<file path="src/mdu_op_pkg.sv">
package mdu_op_pkg;

  // Bit 1 set means operand B is unsigned, MULHU also clears A's sign
  typedef enum logic [1:0] {
    MUL_OP_MUL    = 2'b00,
    MUL_OP_MULH   = 2'b01,
    MUL_OP_MULHSU = 2'b10,
    MUL_OP_MULHU  = 2'b11
  } mul_op_e;

  // Bit 0 is unsigned, bit 1 selects the remainder
  typedef enum logic [1:0] {
    DIV_OP_DIV  = 2'b00,
    DIV_OP_DIVU = 2'b01,
    DIV_OP_REM  = 2'b10,
    DIV_OP_REMU = 2'b11
  } div_op_e;

endpackage

</file>
<file path="src/mdu_word_pkg.sv">
package mdu_word_pkg;

  // Operand and result width
  localparam int unsigned XLEN = 64;

  // Word ops sign-extend their result from bit WLEN-1
  localparam int unsigned WLEN = 32;

endpackage

</file>
<file path="src/mdu_mul.sv">
module mdu_mul (
  input  logic                          clk_i,
  input  logic                          rst_ni,

  input  logic [mdu_word_pkg::XLEN-1:0] operand_a_i,
  input  logic [mdu_word_pkg::XLEN-1:0] operand_b_i,
  input  mdu_op_pkg::mul_op_e           req_op_i,
  input  logic                          req_word_i,
  input  logic                          req_valid_i,
  output logic                          req_ready_o,

  output logic                          resp_valid_o,
  output logic [mdu_word_pkg::XLEN-1:0] resp_value_o
);

  import mdu_op_pkg::*;
  import mdu_word_pkg::*;

  // One 17x17 MAC walks the 4x4 slice grid column by column.
  // Each entry is {a_idx, b_idx}; columns end at steps 0, 2, 5, 9, 12, 14, 15
  localparam logic [3:0] Schedule [16] = '{
    4'h0, 4'h4, 4'h1, 4'h2, 4'h5, 4'h8, 4'hC, 4'h9,
    4'h6, 4'h3, 4'h7, 4'hA, 4'hD, 4'hE, 4'hB, 4'hF
  };

  typedef enum logic {
    StIdle,
    StBusy
  } state_e;

  state_e state_q, state_d;
  logic [3:0] step_q, step_d;

  // Operands with one extra sign bit on top
  logic [XLEN:0] a_q, a_d;
  logic [XLEN:0] b_q, b_d;
  logic low_q, low_d;
  logic word_q, word_d;

  logic [34:0] accum_q, accum_d;
  logic [1:0]  a_idx;
  logic [1:0]  b_idx;
  logic [16:0] mac_a;
  logic [16:0] mac_b;
  logic [34:0] mac_prod;
  // Column sum shifted down for the next column
  logic [34:0] carry;

  logic            done;
  logic [XLEN-1:0] value_d;

  assign req_ready_o = state_q == StIdle;

  assign a_idx = Schedule[step_q][3:2];
  assign b_idx = Schedule[step_q][1:0];

  // Lower slices are zero-extended, the top slice carries the sign
  always_comb begin
    case (a_idx)
      2'd0: mac_a = {1'b0, a_q[15:0]};
      2'd1: mac_a = {1'b0, a_q[31:16]};
      2'd2: mac_a = {1'b0, a_q[47:32]};
      default: mac_a = a_q[64:48];
    endcase
    case (b_idx)
      2'd0: mac_b = {1'b0, b_q[15:0]};
      2'd1: mac_b = {1'b0, b_q[31:16]};
      2'd2: mac_b = {1'b0, b_q[47:32]};
      default: mac_b = b_q[64:48];
    endcase
  end

  assign mac_prod = $signed(accum_q) + $signed(mac_a) * $signed(mac_b);
  assign carry    = {{16{mac_prod[34]}}, mac_prod[34:16]};

  always_comb begin
    state_d = state_q;
    step_d  = step_q;
    a_d     = a_q;
    b_d     = b_q;
    low_d   = low_q;
    word_d  = word_q;
    accum_d = accum_q;
    value_d = resp_value_o;
    done    = 1'b0;

    unique case (state_q)
      StIdle: begin
        if (req_valid_i) begin
          a_d     = {(req_op_i != MUL_OP_MULHU) & operand_a_i[XLEN-1], operand_a_i};
          b_d     = {~req_op_i[1] & operand_b_i[XLEN-1], operand_b_i};
          low_d   = req_op_i == MUL_OP_MUL;
          word_d  = req_word_i;
          accum_d = '0;
          step_d  = 4'd0;
          state_d = StBusy;
        end
      end
      StBusy: begin
        accum_d = mac_prod;
        step_d  = step_q + 4'd1;
        case (step_q)
          4'd0: begin
            value_d[15:0] = mac_prod[15:0];
            accum_d       = carry;
          end
          4'd2: begin
            if (word_q) begin
              value_d[XLEN-1:16] = {{(XLEN-WLEN){mac_prod[15]}}, mac_prod[15:0]};
              done               = 1'b1;
            end else begin
              value_d[31:16] = mac_prod[15:0];
              accum_d        = carry;
            end
          end
          4'd5: begin
            value_d[47:32] = mac_prod[15:0];
            accum_d        = carry;
          end
          4'd9: begin
            value_d[63:48] = mac_prod[15:0];
            if (low_q) begin
              done = 1'b1;
            end else begin
              accum_d = carry;
            end
          end
          // High half from here on, written over the low result
          4'd12: begin
            value_d[15:0] = mac_prod[15:0];
            accum_d       = carry;
          end
          4'd14: begin
            value_d[31:16] = mac_prod[15:0];
            accum_d        = carry;
          end
          4'd15: begin
            value_d[63:32] = mac_prod[31:0];
            done           = 1'b1;
          end
          default: begin
          end
        endcase
        if (done) begin
          state_d = StIdle;
        end
      end
    endcase
  end

  always_ff @(posedge clk_i or negedge rst_ni) begin
    if (!rst_ni) begin
      state_q      <= StIdle;
      step_q       <= 4'd0;
      resp_valid_o <= 1'b0;
    end else begin
      state_q      <= state_d;
      step_q       <= step_d;
      resp_valid_o <= done;
    end
  end

  always_ff @(posedge clk_i) begin
    a_q          <= a_d;
    b_q          <= b_d;
    low_q        <= low_d;
    word_q       <= word_d;
    accum_q      <= accum_d;
    resp_value_o <= value_d;
  end

endmodule

</file>
<file path="src/mdu_div.sv">
module mdu_div #(
  parameter int unsigned DivBitsPerCycle = 2
) (
  input  logic                          clk_i,
  input  logic                          rst_ni,

  input  logic [mdu_word_pkg::XLEN-1:0] operand_a_i,
  input  logic [mdu_word_pkg::XLEN-1:0] operand_b_i,
  input  mdu_op_pkg::div_op_e           req_op_i,
  input  logic                          req_word_i,
  input  logic                          req_valid_i,
  output logic                          req_ready_o,

  output logic                          resp_valid_o,
  output logic [mdu_word_pkg::XLEN-1:0] resp_value_o
);

  import mdu_op_pkg::*;
  import mdu_word_pkg::*;

  localparam int unsigned FullSteps = XLEN / DivBitsPerCycle;
  localparam int unsigned WordSteps = WLEN / DivBitsPerCycle;
  localparam int unsigned CntW      = $clog2(FullSteps + 1);

  typedef enum logic [1:0] {
    StIdle,
    StSetup,
    StIter,
    StFinish
  } state_e;

  state_e state_q, state_d;
  logic [CntW-1:0] cnt_q, cnt_d;

  // Request as accepted, held until the result leaves
  logic [XLEN-1:0] a_q;
  logic [XLEN-1:0] b_q;
  div_op_e         op_q;
  logic            word_q;

  logic [XLEN-1:0] divisor_q;
  logic [XLEN-1:0] rem_q;
  logic [XLEN-1:0] quo_q;
  logic            quo_neg_q;
  logic            rem_neg_q;
  logic            zero_q;

  logic            is_signed;
  logic            a_neg;
  logic            b_neg;
  logic [XLEN-1:0] a_ext;
  logic [XLEN-1:0] b_ext;
  logic [XLEN-1:0] a_mag;
  logic [XLEN-1:0] b_mag;

  logic [XLEN:0]   trial;
  logic [XLEN-1:0] rem_step;
  logic [XLEN-1:0] quo_step;

  logic [XLEN-1:0] quo_res;
  logic [XLEN-1:0] rem_res;
  logic [XLEN-1:0] res;

  assign req_ready_o  = state_q == StIdle;
  assign resp_valid_o = state_q == StFinish;

  assign is_signed = ~op_q[0];

  // Word ops only see the low WLEN bits
  always_comb begin
    if (word_q) begin
      a_ext = {{(XLEN-WLEN){is_signed & a_q[WLEN-1]}}, a_q[WLEN-1:0]};
      b_ext = {{(XLEN-WLEN){is_signed & b_q[WLEN-1]}}, b_q[WLEN-1:0]};
    end else begin
      a_ext = a_q;
      b_ext = b_q;
    end
    a_neg = is_signed & a_ext[XLEN-1];
    b_neg = is_signed & b_ext[XLEN-1];
    a_mag = a_neg ? -a_ext : a_ext;
    b_mag = b_neg ? -b_ext : b_ext;
  end

  // Restoring steps shift the dividend bits out of the top of quo_q
  always_comb begin
    rem_step = rem_q;
    quo_step = quo_q;
    for (int i = 0; i < DivBitsPerCycle; i++) begin
      trial    = {rem_step, quo_step[XLEN-1]};
      quo_step = {quo_step[XLEN-2:0], 1'b0};
      if (trial >= {1'b0, divisor_q}) begin
        trial       = trial - {1'b0, divisor_q};
        quo_step[0] = 1'b1;
      end
      rem_step = trial[XLEN-1:0];
    end
  end

  always_comb begin
    state_d = state_q;
    cnt_d   = cnt_q;
    unique case (state_q)
      StIdle: begin
        if (req_valid_i) begin
          state_d = StSetup;
        end
      end
      StSetup: begin
        cnt_d   = word_q ? CntW'(WordSteps) : CntW'(FullSteps);
        state_d = StIter;
      end
      StIter: begin
        cnt_d = cnt_q - 1'b1;
        if (cnt_q == CntW'(1)) begin
          state_d = StFinish;
        end
      end
      StFinish: begin
        state_d = StIdle;
      end
    endcase
  end

  always_ff @(posedge clk_i or negedge rst_ni) begin
    if (!rst_ni) begin
      state_q <= StIdle;
      cnt_q   <= '0;
    end else begin
      state_q <= state_d;
      cnt_q   <= cnt_d;
    end
  end

  always_ff @(posedge clk_i) begin
    unique case (state_q)
      StIdle: begin
        if (req_valid_i) begin
          a_q    <= operand_a_i;
          b_q    <= operand_b_i;
          op_q   <= req_op_i;
          word_q <= req_word_i;
        end
      end
      StSetup: begin
        divisor_q <= b_mag;
        rem_q     <= '0;
        // Left-align a word dividend so both widths shift from the top
        quo_q     <= word_q ? {a_mag[WLEN-1:0], {(XLEN-WLEN){1'b0}}} : a_mag;
        quo_neg_q <= a_neg ^ b_neg;
        rem_neg_q <= a_neg;
        zero_q    <= b_ext == '0;
      end
      StIter: begin
        rem_q <= rem_step;
        quo_q <= quo_step;
      end
      StFinish: begin
      end
    endcase
  end

  // Most negative over minus one wraps the magnitude 2^(n-1) back to the dividend
  always_comb begin
    quo_res = quo_neg_q ? -quo_q : quo_q;
    rem_res = rem_neg_q ? -rem_q : rem_q;
    if (zero_q) begin
      quo_res = '1;
      rem_res = a_q;
    end
    res = op_q[1] ? rem_res : quo_res;
  end

  assign resp_value_o = word_q ? {{(XLEN-WLEN){res[WLEN-1]}}, res[WLEN-1:0]} : res;

endmodule

</file>
<file path="src/mdu_dispatch.sv">
module mdu_dispatch (
  input  logic                          clk_i,
  input  logic                          rst_ni,

  input  logic                          req_div_i,
  input  logic                          req_valid_i,
  output logic                          req_ready_o,

  output logic                          mul_valid_o,
  input  logic                          mul_ready_i,
  output logic                          div_valid_o,
  input  logic                          div_ready_i,

  input  logic                          mul_resp_valid_i,
  input  logic [mdu_word_pkg::XLEN-1:0] mul_resp_value_i,
  input  logic                          div_resp_valid_i,
  input  logic [mdu_word_pkg::XLEN-1:0] div_resp_value_i,

  output logic                          resp_valid_o,
  output logic [mdu_word_pkg::XLEN-1:0] resp_value_o
);

  logic busy_q;
  // High when the divider owns the operation in flight
  logic owner_div_q;
  logic accept;
  logic own_valid;

  assign req_ready_o = ~busy_q & mul_ready_i & div_ready_i;
  assign accept      = req_valid_i & req_ready_o;

  assign mul_valid_o = accept & ~req_div_i;
  assign div_valid_o = accept & req_div_i;

  // Only the owner's response counts
  assign own_valid = busy_q & (owner_div_q ? div_resp_valid_i : mul_resp_valid_i);

  always_ff @(posedge clk_i or negedge rst_ni) begin
    if (!rst_ni) begin
      busy_q       <= 1'b0;
      owner_div_q  <= 1'b0;
      resp_valid_o <= 1'b0;
    end else begin
      if (accept) begin
        busy_q      <= 1'b1;
        owner_div_q <= req_div_i;
      end else if (own_valid) begin
        busy_q <= 1'b0;
      end
      resp_valid_o <= own_valid;
    end
  end

  always_ff @(posedge clk_i) begin
    if (own_valid) begin
      resp_value_o <= owner_div_q ? div_resp_value_i : mul_resp_value_i;
    end
  end

endmodule

</file>
<file path="src/mdu_top.sv">
module mdu_top #(
  parameter int unsigned DivBitsPerCycle = 2
) (
  input  logic                          clk_i,
  input  logic                          rst_ni,

  input  logic [mdu_word_pkg::XLEN-1:0] operand_a_i,
  input  logic [mdu_word_pkg::XLEN-1:0] operand_b_i,
  input  logic                          req_div_i,
  input  mdu_op_pkg::mul_op_e           req_mul_op_i,
  input  mdu_op_pkg::div_op_e           req_div_op_i,
  input  logic                          req_word_i,
  input  logic                          req_valid_i,
  output logic                          req_ready_o,

  output logic                          resp_valid_o,
  output logic [mdu_word_pkg::XLEN-1:0] resp_value_o
);

  import mdu_word_pkg::*;

  logic            mul_valid;
  logic            mul_ready;
  logic            mul_resp_valid;
  logic [XLEN-1:0] mul_resp_value;

  logic            div_valid;
  logic            div_ready;
  logic            div_resp_valid;
  logic [XLEN-1:0] div_resp_value;

  mdu_dispatch i_dispatch (
    .clk_i            (clk_i),
    .rst_ni           (rst_ni),
    .req_div_i        (req_div_i),
    .req_valid_i      (req_valid_i),
    .req_ready_o      (req_ready_o),
    .mul_valid_o      (mul_valid),
    .mul_ready_i      (mul_ready),
    .div_valid_o      (div_valid),
    .div_ready_i      (div_ready),
    .mul_resp_valid_i (mul_resp_valid),
    .mul_resp_value_i (mul_resp_value),
    .div_resp_valid_i (div_resp_valid),
    .div_resp_value_i (div_resp_value),
    .resp_valid_o     (resp_valid_o),
    .resp_value_o     (resp_value_o)
  );

  // Operands fan out to both units, valid picks one
  mdu_mul i_mul (
    .clk_i        (clk_i),
    .rst_ni       (rst_ni),
    .operand_a_i  (operand_a_i),
    .operand_b_i  (operand_b_i),
    .req_op_i     (req_mul_op_i),
    .req_word_i   (req_word_i),
    .req_valid_i  (mul_valid),
    .req_ready_o  (mul_ready),
    .resp_valid_o (mul_resp_valid),
    .resp_value_o (mul_resp_value)
  );

  mdu_div #(
    .DivBitsPerCycle (DivBitsPerCycle)
  ) i_div (
    .clk_i        (clk_i),
    .rst_ni       (rst_ni),
    .operand_a_i  (operand_a_i),
    .operand_b_i  (operand_b_i),
    .req_op_i     (req_div_op_i),
    .req_word_i   (req_word_i),
    .req_valid_i  (div_valid),
    .req_ready_o  (div_ready),
    .resp_valid_o (div_resp_valid),
    .resp_value_o (div_resp_value)
  );

endmodule

</file>
<file path="config.mk">
export PLATFORM = sky130hd
export DESIGN_NAME = mdu_top
export DESIGN_NICKNAME = d
export VERILOG_FILES = /design/src/mdu_op_pkg.sv /design/src/mdu_word_pkg.sv /design/src/mdu_mul.sv /design/src/mdu_div.sv /design/src/mdu_dispatch.sv /design/src/mdu_top.sv
export SDC_FILE = /design/constraint.sdc
export NUM_CORES = 2
export LEC_CHECK = 0
export ABC_AREA = 0
export BUFFER_PORTS_ARGS = -buffer_cell sky130_fd_sc_hd__buf_2
export CAP_MARGIN = 25
export CORE_MARGIN = 2
export CORE_UTILIZATION = 49
export CTS_CLUSTER_SIZE = 12
export DETAILED_ROUTE_END_ITERATION = 10
export PLACE_DENSITY = 0.66
export SYNTH_ARGS = -nofsm -noshare
export SYNTH_HDL_FRONTEND = slang
export SYNTH_HIERARCHICAL = 1
export SYNTH_SLANG_ARGS = --single-unit
</file>
<file path="constraint.sdc">
create_clock -name clk_i -period 10.35 [get_ports clk_i]
set_input_delay 0.5175 -clock clk_i [delete_from_list [all_inputs] [get_ports clk_i]]
set_output_delay 0.5175 -clock clk_i [all_outputs]
set_load 0.01 [all_outputs]
</file>
---- Word-level counts from Yosys, hierarchy flattened ----
Memories as Yosys holds them, arrays and structs flattened.
Index checks and enable logic that the tools add are counted.
word-level totals
  register bits ........................... 638
  ROM bits ................................ 64
  output and inout bits ................... 66
  memories ................................ 1
cells by class
  muxes and demuxes ....................... 48
  add/subtract/negate cells ............... 9
  bitwise gates (word level) .............. 19
  reduce and logical (&&, ||, !) cells .... 21
  eq/ne operators ......................... 19
  order comparisons ....................... 3
  multiply operators ...................... 1
memory list
  memory           words  width  rd ports  clocked after memory_dff  wr ports  RTL line       source
  (no name shown)  16     4      1         0                         0         mdu_mul.sv:54  assign a_idx = Schedule[step_q][3:2];
operators with widths
  kind                  number
  $mux W64              14
  $neg A64 Y64          4
  $pmux W64 S2          2
  $ge A65 B64 Y1        2
  $sub A64 B64 Y64      2
  $pmux W17 S3          2
  $pmux W34 S3          1
  $pmux W35 S2          1
  $mux W34              2
  $logic_not A64 Y1     1
  $pmux W16 S3          1
  $add A35 B34 Y35      1
  $mux W35              1
  $mul A17 B17 Y34      1
  $mux W32              1
  $pmux W16 S2          1
  $eq A4 B4 Y1 const B  4
  $and A1 B1 Y1         12
  $mux W4               3
  $pmux W6 S2           1
  $mux W1               11
  $reduce_and A2 Y1     5
  $eq A2 B2 Y1 const B  4
  $logic_not A2 Y1      4
  24 further kinds      39

---- Longest topological paths before layout ----
  depth in word-level cells ............... 11
  gate-level depth with buffers ........... 35
  mapped depth without buffers ............ 33

---- Cells and area by module ----
Netlist, hierarchy kept.
by module, submodules not included
  module        times used  cells each  area each (sq um)
  mdu_div       1           3281        27755.4
  mdu_mul       1           2012        22165.0
  mdu_dispatch  1           148         2995.4

---- Least setup slack after synthesis ----
No wires, ideal clock.
  kind .................................... reg2reg
  from .................................... reg i_mul.step_q[0]
  to ...................................... reg i_mul.accum_q[33] (data pin)
  data arrival time ....................... 8171 ps
  cell stages (with the launch flop) ...... 34
  period minus slack after synthesis ...... 8438 ps
  setup time .............................. 267 ps
  setup slack ............................. 1912 ps
  buffers on the path ..................... 3
  cell sequence ........................... dfrtp_1 -> inv_1 -> ha_1 -> nor2_1 -> a21oi_1 -> a21oi_1 -> buf_4 -> buf_2 -> mux2_2 -> nor2_1 -> inv_1 -> fa_1 -> fa_1 -> inv_1 -> ha_1 -> inv_1 -> fa_1 -> inv_1 -> fa_1 -> inv_1 -> fa_1 -> inv_1 -> ha_1 -> a21o_1 -> a21o_1 -> a21o_1 -> a211o_1 -> o31ai_4 -> o31ai_4 -> xnor2_4 -> o21ai_2 -> a21o_1 -> buf_6 -> o21ai_2
on the way
  cells in the longest elaborated chain, start to end .. 11
  elaborated cells between the ends (all ways) .. 25
ends and longest elaborated chain
  what                                         RTL line                        source
  from (decl)                                  mdu_mul.sv:32                   logic [3:0] step_q, step_d;
  from (signal assigned)                       mdu_mul.sv:158                  step_q <= step_d;
  $not A4 Y5 (implied by the code)             mdu_mul.sv:54, mdu_mul.sv:55
  $mem_v2 Z16 W4                               -
  $mux W4 (implied by the code) (2 in series)  mdu_mul.sv:54
  $eq A2 B2 Y1 (tied with other cells)         mdu_mul.sv:59                   case (a_idx)
  $pmux W17 S3 (on tied branches)              mdu_mul.sv:59, mdu_mul.sv:65
  $mul A17 B17 Y34                             mdu_mul.sv:73                   assign mac_prod = $signed(accum_q) + $signed(mac_a) * $signed(mac_b);
  $add A35 B34 Y35                             mdu_mul.sv:73
  $mux W34 (on tied branches)                  mdu_mul.sv:122, mdu_mul.sv:108
  $pmux W34 S3 *                               mdu_mul.sv:102                  case (step_q)
  $pmux W35 S2 *                               mdu_mul.sv:87                   unique case (state_q)
  to (signal assigned)                         mdu_mul.sv:168                  accum_q <= accum_d;
  to (decl)                                    mdu_mul.sv:40                   logic [34:0] accum_q, accum_d;
Mark *: on every way between the ends. The rest lies on a longest branch, timed or not. The select of a mux whose other input is x is not followed.
A chain may end at the register's enable or synchronous reset.

---- Worst setup path after layout ----
  from .................................... reg i_mul.step_q[2]
  to ...................................... reg i_mul.accum_q[18] (data pin)
The elaborated chain is that of the path after synthesis.

==> summary.txt <==
Status -> finished clean
Commonest cells after routing, fill and taps aside -> 621 x edfxtp_1, 614 x inv_1, 558 x nor2_1
Number of port buffers -> 202
Synth Net Count -> 6176
Critical path launch point type -> flip-flop
Die width -> 333 microns
Setup violations, final -> 0
Layout Nets -> 6316
H-tree depth -> 3
Largest net degree at the start of global routing -> 80
Root Driver -> clkbuf_16
Number of remaining DRC errors -> 0
GR Util All Layers -> 33.6%
Asr flop ratio synth -> 2.66%
Data required, critical path -> 10.72 ns
Remaining global-route overflow -> 0
Starting density of the core -> 49.4%
WL per Instance -> 26.8 microns
EDFF count, synth -> 621
Top post-synthesis cells by area -> edfxtp_1 35%, fa_1 13%, ha_1 5.9%, inv_1 4.4%, xnor2_1 4.1%
Unrepaired setup endpoints after global routing -> no
FF/Latch Area -> 19100 sq um
Vias in the first global route -> 41200
Final setup TNS -> 0 ns
Ys flop type -> edfxtp_1
Via count -> 43200
Die area -> 111000 sq um
Yosys reg bits -> 638
Post-synth cell types -> 95
Hold EP -> i_mul/b_q[46]
Most common cell after layout, fill and taps aside -> edfxtp_1
First-pass GRT wire length -> 274000 microns
Seq/Total Area, Yosys -> 36.0%
Drt via density -> 6.14
Proportion of layout cells with a drive suffix above 1 -> 10.4%
Largest area contributor in the netlist -> edfxtp_1
Initial drt markers -> 5693
Final worst-path cycle share -> 92.9%
Kind of critical path -> reg2reg
Fillers -> 9552
CP max stage cell -> dfrtp_1
CP Capture Type -> flip-flop
Initial antenna violation count -> 10
Clock Latency Late Sink -> 0.68 ns
Hold_sp -> operand_b_i[46]
Worst R2R End -> i_mul/accum_q[18]
DP Wirelength -> 149000 microns
Max-slew violations -> 0
Die Height -> 333 microns
Clock buffer count from CTS -> 76
Slew headroom -> 22.2%
Post-Syn Area per Cell -> 9.73 sq um
Worst EP arrival -> 9.98 ns
Final wirelength -> 188000 microns
Clock transition at path regs -> 0.06 ns
Area of the multi-input gates -> 30700 sq um
Worst Max-Slew Pin Slew -> 1.17 ns
FF-to-FF Start -> i_mul/step_q[2]
Core Region -> 107000 sq um
Cells after Synth -> 5441
Minimum clock period -> 9.61 ns
Area delta synth->final -> 9.79%
Top-Level Pins -> 203
Hold path cells -> 1
Yosys Warn Count -> 6
# rows -> 120
Max Buffers Root-to-Sink -> 3
Min-Delay Path Class -> in2reg
Hold Vio Cnt, Final -> 0
DRT Pass-1 Iters -> 7
TritonCTS clock tree -> built
Max cap viols -> 0
Max frequency -> 104 MHz
Antenna Nets Post-Route -> 0
GP Congestion -> 1.01
Cells on worst reg2reg path -> 30
CP max FO -> 34
Area of the mapped netlist -> 52900 sq um
CTS sink count -> 638
R2r setup slk -> 0.74 ns
CP peak stage delay -> 0.62 ns
Post-synth top area share -> 35.2%
Worst Skew -> 0.0334 ns
==> metal layers <==
layer	vias to the layer above	track usage, %	wire (microns)
li1	19200	-	-
met1	21300	46.1	75800
met2	2330	52.3	84200
met3	375	5.81	18900
met4	4	15.0	9370
met5	-	0	27
==> kinds of logic (layout without fill, tap and decap cells) <==
family | Yosys count | count (layout) | share of synthesized area, %
and+or+nand+nor | 1498 | 1498 | 12.8
AOI/OAI and AO/OA | 1250 | 1250 | 14.7
buffers and inverters | 849 | 1039 | 6.23
DFF | 638 | 638 | 36.0
adders and majority gates | 598 | 598 | 19.1
xor gates and xnor gates | 394 | 394 | 6.56
muxes | 214 | 214 | 4.55
other | 0 | 2 | 0
==> critical path: cells and delay by family (launching register included) <==
family                   cells  cell delay, ns
adder cells (fa/ha/maj)      8            3.82
AO/OA/AOI/OAI                8            1.95
XOR/XNOR                     1            0.18
buffers and inverters        8            1.23
AND/OR/NAND/NOR              3            0.52
flip-flops                   1            0.62
multiplexers                 2            0.97
==> registers in the layout, summed over array words and instances, names as in the netlist, 64 cells and up <==
| register | flops |
|---|---|
| i_div/b_q | 64 |
| i_mul/resp_value_o | 64 |
| i_mul/b_q | 65 |
| i_div/a_q | 64 |
| i_div/divisor_q | 64 |
| i_div/rem_q | 64 |
| i_div/quo_q | 64 |
| i_dispatch/resp_value_o | 64 |
| i_mul/a_q | 65 |
==> cells in the mapped netlist (12+ instances only) <==
master	n
a211oi_1	55
a21o_1	92
a21oi_1	380
a31oi_1	32
and2_1	21
and3_1	29
buf_1	18
buf_2	29
clkbuf_1	170
dfrtp_1	17
edfxtp_1	621
fa_1	349
ha_1	249
inv_1	615
mux2_2	57
mux2_4	39
mux2i_1	118
nand2_1	475
nand2b_1	54
nand3_1	67
nand4_1	38
nor2_1	560
nor2b_1	25
nor3_1	64
nor4_1	31
o211ai_1	23
o21a_1	37
o21ai_0	318
o21ai_1	26
o21ai_2	13
o21bai_1	28
o22ai_1	17
o31ai_1	82
o41ai_1	23
or2_2	22
or3_1	52
or4_1	12
xnor2_1	245
xor2_1	148
==> repair_timing <==
| action | in CTS | in global routing |
|---|---|---|
| hold buffers | 2 | 0 |
| setup endpoints to repair | 0 | 0 |
| buffers inserted | 0 | 0 |
| endpoints found under the hold margin | 18 | 0 |
| resized for setup | 0 | 0 |
==> per-stage QoR <==
step | setup WS [ns] | hold slack [ns] | area [sq um] | utilization, % | std cells
after floorplan | 1.91 | 0.222 | 52900 | - | 5441
after global routing | 0.222 | 0.0327 | 58100 | 54.3 | 7034
final | 0.738 | 0.0445 | 58100 | 54.3 | 7036
after detailed placement | 0.783 | 0.534 | 55500 | 51.9 | 6901
after global placement | 0.962 | 0.505 | 55400 | 51.8 | 6896
after CTS | 0.779 | 0.00749 | 58100 | 54.2 | 7031
==> area by class of cell <==
type	count	area share [%]
repair buffers	291	3.00
well taps	1403	3.02
multi-input cells	3954	52.8
flip-flops and latches	638	32.8
inverters	620	4.01
clock buffers	94	3.41
diodes	2	0.00861
clock inverters	34	0.935
==> worst max path at each step <==
stage	from	end	cells past startpoint	slack, ns
after global routing	i_mul/step_q[2]	i_mul/accum_q[18]	29	0.22
after global placement	i_mul/step_q[2]	i_mul/accum_q[19]	30	0.96
after detailed placement	i_mul/step_q[2]	i_mul/accum_q[18]	30	0.78
after CTS	i_mul/step_q[0]	i_mul/accum_q[18]	31	0.78
after floorplan	i_mul/step_q[0]	i_mul/accum_q[33]	33	1.91
final	i_mul/step_q[2]	i_mul/accum_q[18]	30	0.74
Power is left out: the tool's default activity adds up to more than one toggle a clock period on the data nets, which glitch-free logic cannot reach.
